**config.mk**
```make
export PLATFORM = sky130hd
export DESIGN_NAME = textOverlayTop
export DESIGN_NICKNAME = d
export VERILOG_FILES = /design/src/design/vgaTimingPkg.sv /design/src/design/charPkg.sv /design/src/design/syncGen.sv /design/src/design/menuTextRom.sv /design/src/design/fontRom.sv /design/src/design/textRenderer.sv /design/src/design/textOverlayTop.sv
export SDC_FILE = /design/constraint.sdc
export NUM_CORES = 1
export LEC_CHECK = 0
export BUFFER_PORTS_ARGS = -buffer_cell sky130_fd_sc_hd__buf_2
export CAP_MARGIN = 20
export CELL_PAD_IN_SITES_DETAIL_PLACEMENT = 1
export CELL_PAD_IN_SITES_GLOBAL_PLACEMENT = 1
export CORE_UTILIZATION = 41
export CTS_CLUSTER_SIZE = 16
export DETAILED_ROUTE_END_ITERATION = 12
export MAX_ROUTING_LAYER = met4
export PLACE_DENSITY = 0.73
export SYNTH_ARGS = -nofsm -noshare
export SYNTH_HDL_FRONTEND = slang
export SYNTH_SLANG_ARGS = --single-unit
```
**constraint.sdc**
```tcl
create_clock -name clk -period 2.3 [get_ports clk]
set_input_delay 0.46 -clock clk [delete_from_list [all_inputs] [get_ports clk]]
set_output_delay 0.46 -clock clk [all_outputs]
set_load 0.02 [all_outputs]
```
**src/design/vgaTimingPkg.sv**
```systemverilog
package vgaTimingPkg;

    // Horizontal timing in pixel clocks
    localparam int H_ACTIVE = 640;
    localparam int H_FRONT = 16;
    localparam int H_SYNC = 96;
    localparam int H_BACK = 48;
    localparam int H_TOTAL = H_ACTIVE + H_FRONT + H_SYNC + H_BACK; // 800

    // Vertical timing in lines
    localparam int V_ACTIVE = 480;
    localparam int V_FRONT = 10;
    localparam int V_SYNC = 2;
    localparam int V_BACK = 33;
    localparam int V_TOTAL = V_ACTIVE + V_FRONT + V_SYNC + V_BACK; // 525

    // Sync pulse windows, end is exclusive
    localparam int H_SYNC_START = H_ACTIVE + H_FRONT;
    localparam int H_SYNC_END = H_SYNC_START + H_SYNC;
    localparam int V_SYNC_START = V_ACTIVE + V_FRONT;
    localparam int V_SYNC_END = V_SYNC_START + V_SYNC;

    typedef logic [9:0] hCount_t;
    typedef logic [9:0] vCount_t;
    typedef logic [11:0] rgb_t;    // 4 bits per channel

    localparam rgb_t FG_COLOR = 12'hfff;
    localparam rgb_t BG_COLOR = 12'h000;

    localparam int PIPE_DELAY = 3; // Render latency in clocks

endpackage

```
**src/design/charPkg.sv**
```systemverilog
package charPkg;

    typedef logic [6:0] charCode_t;
    typedef logic [7:0] cellAddr_t;  // Row in upper nibble, column in lower
    typedef logic [2:0] glyphRow_t;
    typedef logic [7:0] glyphBits_t; // Bit 7 is the leftmost pixel

    localparam charCode_t SPACE = 7'd0;
    localparam charCode_t A = 7'd1;
    localparam charCode_t B = 7'd2;
    localparam charCode_t C = 7'd3;
    localparam charCode_t D = 7'd4;
    localparam charCode_t E = 7'd5;
    localparam charCode_t F = 7'd6;
    localparam charCode_t G = 7'd7;
    localparam charCode_t H = 7'd8;
    localparam charCode_t I = 7'd9;
    localparam charCode_t J = 7'd10;
    localparam charCode_t K = 7'd11;
    localparam charCode_t L = 7'd12;
    localparam charCode_t M = 7'd13;
    localparam charCode_t N = 7'd14;
    localparam charCode_t O = 7'd15;
    localparam charCode_t P = 7'd16;
    localparam charCode_t Q = 7'd17;
    localparam charCode_t R = 7'd18;
    localparam charCode_t S = 7'd19;
    localparam charCode_t T = 7'd20;
    localparam charCode_t U = 7'd21;
    localparam charCode_t V = 7'd22;
    localparam charCode_t W = 7'd23;
    localparam charCode_t X = 7'd24;
    localparam charCode_t Y = 7'd25;
    localparam charCode_t Z = 7'd26;

    // Text window at the top-left corner of the screen
    localparam int TEXT_COLS = 16;
    localparam int TEXT_ROWS = 8;
    localparam int CELL_WIDTH = 8;
    localparam int CELL_HEIGHT = 16;  // Each glyph row is shown on two lines
    localparam int WINDOW_WIDTH = TEXT_COLS * CELL_WIDTH;
    localparam int WINDOW_HEIGHT = TEXT_ROWS * CELL_HEIGHT;

endpackage

```
**src/design/syncGen.sv**
```systemverilog
`timescale 1ns/1ns

module syncGen (
    input  logic                 clk,
    input  logic                 rst,
    output vgaTimingPkg::hCount_t hCount,
    output vgaTimingPkg::vCount_t vCount,
    output logic                 hsyncRaw,
    output logic                 vsyncRaw,
    output logic                 activeRaw
);

    import vgaTimingPkg::*;

    hCount_t hNext;
    vCount_t vNext;

    // Next position, wraps at end of line and end of frame
    always_comb begin
        hNext = hCount + 1'b1;
        vNext = vCount;
        if (hCount == H_TOTAL - 1) begin
            hNext = '0;
            if (vCount == V_TOTAL - 1) begin
                vNext = '0;
            end else begin
                vNext = vCount + 1'b1;
            end
        end
    end

    // Decode from the next position so the flags line up with the counters
    always_ff @(posedge clk) begin
        if (rst) begin
            hCount <= '0;
            vCount <= '0;
            hsyncRaw <= 1'b1;
            vsyncRaw <= 1'b1;
            activeRaw <= 1'b0;
        end else begin
            hCount <= hNext;
            vCount <= vNext;
            hsyncRaw <= !(hNext >= H_SYNC_START && hNext < H_SYNC_END); // Active low
            vsyncRaw <= !(vNext >= V_SYNC_START && vNext < V_SYNC_END);
            activeRaw <= (hNext < H_ACTIVE) && (vNext < V_ACTIVE);
        end
    end

endmodule

```
**src/design/menuTextRom.sv**
```systemverilog
`timescale 1ns/1ns

module menuTextRom (
    input  logic               clk,
    input  charPkg::cellAddr_t  cellAddr,
    output charPkg::charCode_t  charCode
);

    import charPkg::*;

    charCode_t data;

    always_ff @(posedge clk) begin
        charCode <= data;
    end

    always_comb begin
        case (cellAddr)
            // Row 0
            8'h00: data = SPACE;
            8'h01: data = P;
            8'h02: data = L;
            8'h03: data = A;
            8'h04: data = Y;
            8'h05: data = SPACE;

            // Row 2
            8'h20: data = SPACE;
            8'h21: data = S;
            8'h22: data = C;
            8'h23: data = O;
            8'h24: data = R;
            8'h25: data = E;
            8'h26: data = SPACE;

            default: data = SPACE; // Rest of the window is blank
        endcase
    end

endmodule

```
**src/design/fontRom.sv**
```systemverilog
`timescale 1ns/1ns

module fontRom (
    input  logic                clk,
    input  charPkg::charCode_t   charCode,
    input  charPkg::glyphRow_t   glyphRow,
    output charPkg::glyphBits_t  glyphBits
);

    import charPkg::*;

    glyphBits_t [0:7] glyph; // Element 0 is the top row

    always_comb begin
        case (charCode)
            A: glyph = {8'b00011000, 8'b00111100, 8'b01100110, 8'b01100110,
                        8'b01111110, 8'b01100110, 8'b01100110, 8'b00000000};
            C: glyph = {8'b00111100, 8'b01100110, 8'b01100000, 8'b01100000,
                        8'b01100000, 8'b01100110, 8'b00111100, 8'b00000000};
            E: glyph = {8'b01111110, 8'b01100000, 8'b01100000, 8'b01111100,
                        8'b01100000, 8'b01100000, 8'b01111110, 8'b00000000};
            L: glyph = {8'b01100000, 8'b01100000, 8'b01100000, 8'b01100000,
                        8'b01100000, 8'b01100000, 8'b01111110, 8'b00000000};
            O: glyph = {8'b00111100, 8'b01100110, 8'b01100110, 8'b01100110,
                        8'b01100110, 8'b01100110, 8'b00111100, 8'b00000000};
            P: glyph = {8'b01111100, 8'b01100110, 8'b01100110, 8'b01111100,
                        8'b01100000, 8'b01100000, 8'b01100000, 8'b00000000};
            R: glyph = {8'b01111100, 8'b01100110, 8'b01100110, 8'b01111100,
                        8'b01111000, 8'b01101100, 8'b01100110, 8'b00000000};
            S: glyph = {8'b00111100, 8'b01100110, 8'b01100000, 8'b00111100,
                        8'b00000110, 8'b01100110, 8'b00111100, 8'b00000000};
            Y: glyph = {8'b01100110, 8'b01100110, 8'b01100110, 8'b00111100,
                        8'b00011000, 8'b00011000, 8'b00011000, 8'b00000000};
            default: glyph = '0; // SPACE and letters without a bitmap
        endcase
    end

    always_ff @(posedge clk) begin
        glyphBits <= glyph[glyphRow];
    end

endmodule

```
**src/design/textRenderer.sv**
```systemverilog
`timescale 1ns/1ns

module textRenderer (
    input  logic                  clk,
    input  logic                  rst,
    input  vgaTimingPkg::hCount_t  hCount,
    input  vgaTimingPkg::vCount_t  vCount,
    input  logic                  hsyncRaw,
    input  logic                  vsyncRaw,
    input  logic                  activeRaw,
    output logic                  hsync,
    output logic                  vsync,
    output logic                  videoOn,
    output vgaTimingPkg::rgb_t     rgb
);

    import vgaTimingPkg::*;
    import charPkg::*;

    cellAddr_t cellAddr;
    charCode_t charCode;
    glyphBits_t glyphBits;
    glyphRow_t rowD1;
    logic [2:0] colD1;
    logic [2:0] colD2;
    logic inWindow;
    logic inWinD1;
    logic inWinD2;
    logic [PIPE_DELAY-1:0] hsyncPipe;
    logic [PIPE_DELAY-1:0] vsyncPipe;
    logic [PIPE_DELAY-1:0] activePipe;

    assign inWindow = (hCount < WINDOW_WIDTH) && (vCount < WINDOW_HEIGHT);
    assign cellAddr = {vCount[7:4], hCount[6:3]}; // Row = y/16, column = x/8

    menuTextRom textRom0 (
        .clk      (clk),
        .cellAddr (cellAddr),
        .charCode (charCode)
    );

    fontRom fontRom0 (
        .clk       (clk),
        .charCode  (charCode),
        .glyphRow  (rowD1),
        .glyphBits (glyphBits)
    );

    // Match the two ROM stages
    always_ff @(posedge clk) begin
        rowD1 <= vCount[3:1];
        colD1 <= hCount[2:0];
        colD2 <= colD1;
        inWinD1 <= inWindow;
        inWinD2 <= inWinD1;
    end

    always_ff @(posedge clk) begin
        if (rst) begin
            hsyncPipe <= '1;
            vsyncPipe <= '1;
            activePipe <= '0;
            rgb <= BG_COLOR;
        end else begin
            hsyncPipe <= {hsyncPipe[PIPE_DELAY-2:0], hsyncRaw};
            vsyncPipe <= {vsyncPipe[PIPE_DELAY-2:0], vsyncRaw};
            activePipe <= {activePipe[PIPE_DELAY-2:0], activeRaw};
            // Glyph bits arrive with the second stage of the delay lines
            if (activePipe[PIPE_DELAY-2] && inWinD2 && glyphBits[3'd7 - colD2]) begin
                rgb <= FG_COLOR;
            end else begin
                rgb <= BG_COLOR;
            end
        end
    end

    assign hsync = hsyncPipe[PIPE_DELAY-1];
    assign vsync = vsyncPipe[PIPE_DELAY-1];
    assign videoOn = activePipe[PIPE_DELAY-1];

endmodule

```
**src/design/textOverlayTop.sv**
```systemverilog
`timescale 1ns/1ns

module textOverlayTop (
    input  logic              clk,
    input  logic              rst,
    output logic              hsync,
    output logic              vsync,
    output logic              videoOn,
    output vgaTimingPkg::rgb_t rgb
);

    import vgaTimingPkg::*;

    hCount_t hCount;
    vCount_t vCount;
    logic hsyncRaw;
    logic vsyncRaw;
    logic activeRaw;

    syncGen syncGen0 (
        .clk       (clk),
        .rst       (rst),
        .hCount    (hCount),
        .vCount    (vCount),
        .hsyncRaw  (hsyncRaw),
        .vsyncRaw  (vsyncRaw),
        .activeRaw (activeRaw)
    );

    textRenderer textRenderer0 (
        .clk       (clk),
        .rst       (rst),
        .hCount    (hCount),
        .vCount    (vCount),
        .hsyncRaw  (hsyncRaw),
        .vsyncRaw  (vsyncRaw),
        .activeRaw (activeRaw),
        .hsync     (hsync),
        .vsync     (vsync),
        .videoOn   (videoOn),
        .rgb       (rgb)
    );

endmodule

```
==> results.cfg, run 1 <==
[outcome]
status = completed

[timing]
setup_viol = 0
finalClockSkew_ns = 0.00639
hold_viol = 0
finalCritPeriodShare_pct = 93.5
rsz0062_at_grt = false
worst_slew_pin_slew_ns = 0.657
fin_crit_ns = 2.15
slew_violations = 0
holdWs_ns = 0.336
fmax_mhz = 465
fin_tns_setup_ns = 0
maxSlewHeadroom_pct = 56.1

[yosys]
syn_area_um2 = 3050
seq_area_frac_synth_pct = 36.1
syn_inst = 374
synth_flop_cell = dfxtp_1
synth-edff-count = 0
synth-seq-cells = 55
synth_area_per_cell_um2 = 8.16
ys_types = 62
ys_top_cells_by_area = dfxtp_1, nand2_1, ha_1
synth_largest_area_cell = dfxtp_1
async_flop_share_pct = 0
yosys.area.top_type_share_pct = 36.1
synth_nets = 385
yosys_warnings = 0

[grt]
antenna_found_initial = 0
grt-ovfl-total = 0
grt_pass1_wl_um = 12400
groute.usage.overall_pct = 20.9
grt_max_degree = 25
grt_pass1_vias = 2545

[clocking]
clockBufferDepth = 2
post_cts_buffers = 0
cts_buffers = 5
clk_pin_slew_worst_paths_ns = 0.10
cts_tree = done
ctsHtreeMaxLevel = 2
cts_resized = 0
cts-hold-fix-buffers = 0
clock-sinks = 55
cts-root-buf = clkbuf_8
clk_latency_ns = 0.30

[cells_and_area]
drive_above_1_share_pct = 16.9
syn_to_final_growth_pct = 7.95
regArea_um2 = 1100
final_nets = 389
multi_input_area_um2 = 1700
n_antenna_cell = 0
nFillCells = 895

[place]
gp_congestion = 0.852
io_buffers = 16
dpl.hpwl_um = 5620

[floorplan]
ios = 17
die_width_um = 88.3
num_rows = 31
die_y_um = 88.3
dieArea_um2 = 7800
start_util_pct = 42.3
core_area_um2 = 7210

[worst_setup_path]
critPathRequiredTime_ns = 2.55
critPathCaptureType = register
cp.arrival_ns = 2.40
path_max_fanout = 4
startpoint_type = register
path_class = reg2reg

[route]
wirelength_um = 7440
routedWlPerCell_um = 15.6
drt.antenna.violating_nets = 0
drt_iter0_markers = 106
drcViolationCount = 0
routed-via-count = 2645
drtPass1Iterations = 4
routed_via_density = 5.53

[power]
vdd.ir_drop.worst_mv = 0.232
leakage_uw = 0.00125
p_per_area_nw_per_um2 = 507

[min_path]
hp-class = reg2reg

[job]
max_cap_violations = 0
[power breakdown]
group          internal (uW)  switching, uW  total (uW)
logic                   20.2           29.7        50.0
clock network            330            312         642
registers                969           9.32         978
[placed cells by master, fill, tap and decap left out, types with 11 or more instances in the layout]
| master | synthesis | final |
|---|---|---|
| nand2_1 | 31 | 31 |
| a21oi_1 | 18 | 17 |
| nor3_1 | 20 | 20 |
| buf_4 | 11 | 18 |
| buf_2 | 3 | 16 |
| o21ai_0 | 22 | 22 |
| dfxtp_1 | 55 | 55 |
| xnor2_1 | 11 | 11 |
| nand3_1 | 12 | 12 |
| nor2_1 | 30 | 30 |
[cell usage after synthesis, types with 3 or more instances]
| library cell | n |
|---|---|
| or2_2 | 7 |
| nand4_1 | 9 |
| nand2b_1 | 5 |
| clkbuf_8 | 3 |
| nor2b_1 | 11 |
| a21oi_1 | 18 |
| xnor2_1 | 11 |
| nor2_1 | 30 |
| buf_4 | 11 |
| o22ai_1 | 3 |
| xor2_1 | 8 |
| nor4_1 | 5 |
| and4_1 | 3 |
| nor3_1 | 20 |
| a211oi_1 | 3 |
| clkbuf_1 | 19 |
| a31oi_1 | 6 |
| o21ai_0 | 22 |
| o211ai_1 | 4 |
| or3_1 | 3 |
| buf_2 | 3 |
| dfxtp_1 | 55 |
| and3_1 | 4 |
| inv_1 | 10 |
| a21o_1 | 4 |
| nand3_1 | 12 |
| nand2_1 | 31 |
| ha_1 | 9 |
| or3b_2 | 3 |
[sequential cells by signal (all words and copies together) (netlist names), 3 cells and up]
name / count
syncGen0.hCount: 10
syncGen0.vCount: 10
textRenderer0.activePipe: 3
textRenderer0.colD1: 3
textRenderer0.colD2: 3
textRenderer0.fontRom0.glyphBits: 6
textRenderer0.hsyncPipe: 3
textRenderer0.rowD1: 3
textRenderer0.textRom0.charCode: 5
textRenderer0.vsyncPipe: 3
[layout make-up]
cell class                      count  share of cell area (%)
Timing Repair Buffer               34                    6.53
Sequential cell                    55                    33.4
Multi-Input combinational cell    272                    51.6
Tap cell                           99                    3.76
Inverter                           10                    1.14
Clock buffer                        5                    2.09
Clock inverter                      3                    1.44
[worst paths after layout]
kind | start | endpoint | slack, ns | cells after the start
worst max register to register | syncGen0.hCount[1] | syncGen0.activeRaw | 0.15 | 7
worst min register to register | textRenderer0.colD1[2] | textRenderer0.colD2[2] | 0.34 | 0
worst max-delay path | syncGen0.hCount[1] | syncGen0.activeRaw | 0.15 | 7
worst min-delay path | textRenderer0.colD1[2] | textRenderer0.colD2[2] | 0.34 | 0
[kinds of logic after synthesis]
family,count (synthesis),synth area share (%)
DFF,55,36.1
buffers and inverters,47,8.48
AOI/OAI and AO/OA,79,16.6
and+or+nand+nor,163,29.1
muxes,2,0.697
xor gates and xnor gates,19,5.45
adders and majority gates,9,3.69
[critical path, stage by stage, from the launching register on]
cell and delay, ns:
dfxtp_1 0.36, ha_1 0.19, nand4_2 0.14, or4_4 0.54, o31a_1 0.29, a41o_1 0.21
a211oi_1 0.19, and3_1 0.17
[per-stage QoR]
| stage | instances | setup slack, ns | power (uW) | utilization, % | area, um2 |
|---|---|---|---|---|---|
| global placement | 470 | 0.200 | 1050 | 43.9 | 3170 |
| floorplan | 374 | 0.158 | 1030 | - | 3050 |
| detailed placement | 470 | 0.120 | 1050 | 43.9 | 3170 |
| finish | 478 | 0.149 | 1670 | 45.7 | 3300 |
| CTS | 478 | 0.0933 | 1690 | 45.6 | 3290 |
| global route | 478 | 0.0159 | 1730 | 45.7 | 3300 |
[layer usage]
| metal | vias up | GRT usage (%) | share of wire [%] |
|---|---|---|---|
| met5 | - | - | 0 |
| li1 | 1324 | - | - |
| met3 | 7 | 3.64 | 2.6 |
| met1 | 1272 | 27.1 | 48 |
| met4 | 0 | 2.79 | 0.62 |
| met2 | 42 | 34.9 | 49 |
Power figures use the tool's default switching activity.
==> inputs of run 2 (changes only) <==
--- a/config.mk
+++ b/config.mk
@@ -5,15 +5,16 @@
 export SDC_FILE = /design/constraint.sdc
 export NUM_CORES = 1
 export LEC_CHECK = 0
-export BUFFER_PORTS_ARGS = -buffer_cell sky130_fd_sc_hd__buf_2
+export BUFFER_PORTS_ARGS = -buffer_cell sky130_fd_sc_hd__buf_4
 export CAP_MARGIN = 20
 export CELL_PAD_IN_SITES_DETAIL_PLACEMENT = 1
 export CELL_PAD_IN_SITES_GLOBAL_PLACEMENT = 1
-export CORE_UTILIZATION = 41
+export CORE_MARGIN = 2
+export CORE_UTILIZATION = 35
 export CTS_CLUSTER_SIZE = 16
 export DETAILED_ROUTE_END_ITERATION = 12
 export MAX_ROUTING_LAYER = met4
-export PLACE_DENSITY = 0.73
+export PLACE_DENSITY = 0.64
 export SYNTH_ARGS = -nofsm -noshare
 export SYNTH_HDL_FRONTEND = slang
 export SYNTH_SLANG_ARGS = --single-unit
==> run 2 against run 1 <==
Effect of this change:
- largest cell class unchanged
- utilization down 6.8 points
- cell area up 1.4%
- non-clock buffer count up 3
- first-iteration DRC count up 25%
- sequential power about the same
==> results.cfg, run 2 (synthesis results as in run 1) <==
[route]
drt.antenna.violating_nets = 0
routed_via_density = 5.45
drtPass1Iterations = 4
routed-via-count = 2670
drcViolationCount = 0
drt_iter0_markers = 133
wirelength_um = 7460
routedWlPerCell_um = 15.2

[place]
dp_slack_ns = 0.171
gp_congestion = 0.832
dpl.hpwl_um = 5530
io_buffers = 16

[clocking]
cts-hold-fix-buffers = 0
cts_tree = done
cts-root-buf = clkbuf_8
cts_resized = 0
cts_buffers = 5
clk_pin_slew_worst_paths_ns = 0.11
clock-sinks = 55
clockBufferDepth = 2
clk_latency_ns = 0.32
ctsHtreeMaxLevel = 2
post_cts_buffers = 0

[power]
p_seq_share_pct = 61.9
pwr-share-comb_pct = 3.2
internal_power_uw = 1210
leakage_uw = 0.00125
vdd.ir_drop.worst_mv = 0.222
clockPowerShare_pct = 34.8
swShare_pct = 23.1
power_switching_uw = 364
p_per_area_nw_per_um2 = 472

[worst_setup_path]
cp.depth = 7
startpoint_type = register
path_cells = ha_2 -> nand4_2 -> or4_4 -> o31a_1 -> a41o_1 -> a211oi_1 -> and3_1
cpLargestDelayFamily = simple AND/OR/NAND/NOR gates
critPathCaptureType = register
path_buf_inv = 0
cp.arrival_ns = 2.44
critPathRequiredTime_ns = 2.56
path_class = reg2reg
max_stage_delay_ns = 0.53
r2r_cells = 7
path_max_fanout = 4
cpMaxStageDelayCell = or4_4

[job]
max_cap_violations = 0

[timing]
hold_viol = 0
holdWs_ns = 0.334
worst_slew_pin_slew_ns = 0.702
setup_ws_ns = 0.115
fmax_mhz = 458
fin_tns_setup_ns = 0
finalCritPeriodShare_pct = 95.0
slew_violations = 0
fin_crit_ns = 2.19
finalClockSkew_ns = 0.0177
maxSlewHeadroom_pct = 53.1
setup_viol = 0

[cells_and_area]
utilization_pct = 38.9
syn_to_final_growth_pct = 9.51
drive_above_1_share_pct = 17.0
n_antenna_cell = 0
mostFrequentLayoutCells = dfxtp_1, buf_4, nand2_1
mostFrequentLayoutCell = dfxtp_1
final_nets = 392
nFillCells = 1086
reg_top3 = syncGen0.hCount x10, syncGen0.vCount x10, textRenderer0.fontRom0.glyphBits x6

[floorplan]
ios = 17
die_width_um = 97.4
num_rows = 34
start_util_pct = 35.5
core_area_um2 = 8590
die_y_um = 97.4
dieArea_um2 = 9490

[grt]
grt-ovfl-total = 0
grt_pass1_vias = 2616
grt_pass1_wl_um = 12800
antenna_found_initial = 0
groute.usage.overall_pct = 16.6
grt_max_degree = 25

[min_path]
hp-class = reg2reg
hold_path_depth = 0

[outcome]
status = completed
[run 2: layer usage]
metal	share of wire, %	vias to the layer above	GRT usage (%)
met1	50	1293	22.5
met4	1.3	0	4.06
met3	2.8	10	2.88
li1	-	1331	-
met2	46	36	26.0
met5	0	-	-
[run 2: worst paths after layout]
kind / start / slack, ns / end
hold / removal: textRenderer0.colD1[2] / 0.33 / textRenderer0.colD2[2]
setup / recovery: syncGen0.hCount[0] / 0.11 / syncGen0.activeRaw
setup reg to reg: syncGen0.hCount[0] / 0.11 / syncGen0.activeRaw
hold reg to reg: textRenderer0.colD1[2] / 0.33 / textRenderer0.colD2[2]
[run 2: worst reg2reg max path: cells and delay by family (launching register included)]
kind,cells,cell delay (ns)
and+or+nand+nor,3,0.83
AOI/OAI and AO/OA,3,0.72
DFF,1,0.37
adders and majority gates,1,0.21
[run 2: final cells by class]
cell class                      instances  area [um2]  share of cell area [%]
Clock buffer                            5        68.8                    2.06
Clock inverter                          3        27.5                   0.823
Inverter                               10        37.5                    1.12
Multi-Input combinational cell        272        1700                    50.7
Sequential cell                        55        1100                    32.9
Tap cell                              108         135                    4.04
Timing Repair Buffer                   37         278                    8.31
[run 2: through the flow]
stage	std cells	instance area (um2)	total power [uW]
floorplan	374	3050	1030
global placement	482	3240	1050
detailed placement	482	3240	1050
CTS	490	3340	1610
global route	490	3340	1660
finish	490	3340	1580
[run 2: power groups by stage]
stage | registers (uW) | logic, uW | clock network [uW]
global placement | 999 | 50.4 | 0
detailed placement | 1000 | 51.7 | 0
floorplan | 1000 | 27.7 | 0
global route | 982 | 58.7 | 618
finish | 978 | 51.3 | 550
CTS | 978 | 52.1 | 577
==> inputs of run 3 (changes only) <==
--- a/config.mk
+++ b/config.mk
@@ -5,6 +5,7 @@
 export SDC_FILE = /design/constraint.sdc
 export NUM_CORES = 1
 export LEC_CHECK = 0
+export ABC_CLOCK_PERIOD_IN_PS = 2300
 export BUFFER_PORTS_ARGS = -buffer_cell sky130_fd_sc_hd__buf_4
 export CAP_MARGIN = 20
 export CELL_PAD_IN_SITES_DETAIL_PLACEMENT = 1
@@ -13,7 +14,6 @@
 export CORE_UTILIZATION = 35
 export CTS_CLUSTER_SIZE = 16
 export DETAILED_ROUTE_END_ITERATION = 12
-export MAX_ROUTING_LAYER = met4
 export PLACE_DENSITY = 0.64
 export SYNTH_ARGS = -nofsm -noshare
 export SYNTH_HDL_FRONTEND = slang
==> run 3 against run 2 <==
Effect of this change:
- final cell count is the same
- sequential power is essentially flat
- clock skew grew 0.0015 ns
- global-route usage shrank 0.47 points
- cell area is the same
- sequential cell count is the same
- routed wire length grew 0.17%
- power grew 0.30%
- count of clock-buffer cells in the layout is the same
- hold slack is the same
- via count is essentially flat
- die area is the same
- largest cell class unchanged
==> results.cfg, run 3 (synthesis results as in run 1) <==
[timing]
worst_slew_pin_slew_ns = 0.709
fmax_mhz = 457
maxSlewHeadroom_pct = 52.6
setup_ws_ns = 0.114
hold_viol = 0
finalClockSkew_ns = 0.0191
fin_tns_setup_ns = 0
finalCritPeriodShare_pct = 95.0
fin_crit_ns = 2.19
slew_violations = 0
setup_viol = 0

[place]
gp_congestion = 0.819
dp_slack_ns = 0.171
dpl_cell_area_um2 = 3240
io_buffers = 16
dpl.hpwl_um = 5530

[cells_and_area]
mostFrequentLayoutCells = dfxtp_1, buf_4, nand2_1
mostFrequentLayoutCell = dfxtp_1
nFillCells = 1086
final_nets = 392
final_area_um2 = 3340
n_antenna_cell = 0
drive_above_1_share_pct = 17.0
syn_to_final_growth_pct = 9.51
reg_top3 = syncGen0.hCount x10, syncGen0.vCount x10, textRenderer0.fontRom0.glyphBits x6

[clocking]
post_cts_buffers = 0
clock-sinks = 55
clockBufferDepth = 2
cts_buffers = 5
cts-hold-fix-buffers = 0
clk_latency_ns = 0.32
ctsHtreeMaxLevel = 2
cts_tree = done
cts_resized = 0
cts-root-buf = clkbuf_8
clk_pin_slew_worst_paths_ns = 0.11

[grt]
grt_pass1_vias = 2616
antenna_found_initial = 0
grt_max_degree = 25
groute.usage.overall_pct = 16.2
grt_pass1_wl_um = 12800
grt-ovfl-total = 0

[worst_setup_path]
cp.arrival_ns = 2.44
startpoint_type = register
critPathRequiredTime_ns = 2.56
path_max_fanout = 4
critPathCaptureType = register
startpoint = syncGen0.hCount[0]
regToRegStartpoint = syncGen0.hCount[0]
r2r_slack_ns = 0.11
path_class = reg2reg

[power]
p_per_area_nw_per_um2 = 474
vdd.ir_drop.worst_mv = 0.226
finalPower_uw = 1580
leakage_uw = 0.00125

[route]
wirelength_um = 7470
drtPass1Iterations = 4
drcViolationCount = 0
routedWlPerCell_um = 15.2
drt.antenna.violating_nets = 0
drt_iter0_markers = 128
routed-via-count = 2672
routed_via_density = 5.45

[floorplan]
core_area_um2 = 8590
num_rows = 34
ios = 17
dieArea_um2 = 9490
die_y_um = 97.4
die_width_um = 97.4
start_util_pct = 35.5

[min_path]
hp-class = reg2reg
min_from = textRenderer0.colD1[2]

[outcome]
status = completed

[job]
max_cap_violations = 0
## run 3: cell counts in the layout (fill, tap and decap cells not counted)
Identical to the previous run, type by type.
## run 3: metal layers
metal / global-route usage, % / part of all wire, %
met5: 0 / 0
met4: 4.06 / 1.4
met3: 2.88 / 3.2
met2: 26.3 / 47
met1: 22.3 / 49
## run 3: cell type report
type	instances	area [um2]	area share, %
Timing Repair Buffer	37	278	8.31
Multi-Input combinational cell	272	1700	50.7
Clock buffer	5	68.8	2.06
Tap cell	108	135	4.04
Sequential cell	55	1100	32.9
Inverter	10	37.5	1.12
Clock inverter	3	27.5	0.823
## run 3: per-stage QoR
step / hold slack, ns / util [%] / instances
2_1_floorplan: 0.310 / - / 374
3_3_place_gp: 0.310 / 37.8 / 482
3_5_place_dp: 0.313 / 37.8 / 482
4_1_cts: 0.336 / 38.9 / 490
5_1_grt: 0.347 / 38.9 / 490
6_report: 0.334 / 38.9 / 490
## run 3: worst max-delay path, cell delays in order, from the launching register on
cell and delay, ns:
dfxtp_1 0.37, ha_2 0.21, nand4_2 0.13, or4_4 0.53
o31a_1 0.29, a41o_1 0.23, a211oi_1 0.20, and3_1 0.17
## run 3: power breakdown
group / switching, uW / total (uW) / internal [uW]
Clock: 330 / 555 / 224
Sequential: 9.13 / 978 / 969
Combinational: 29.1 / 51.1 / 22.0
Total: 369 / 1580 / 1220
## run 3: worst paths after layout
check                            to  depth (start not counted)
max              syncGen0.activeRaw                          7
min          textRenderer0.colD2[2]                          0
max reg2reg      syncGen0.activeRaw                          7
min reg2reg  textRenderer0.colD2[2]                          0
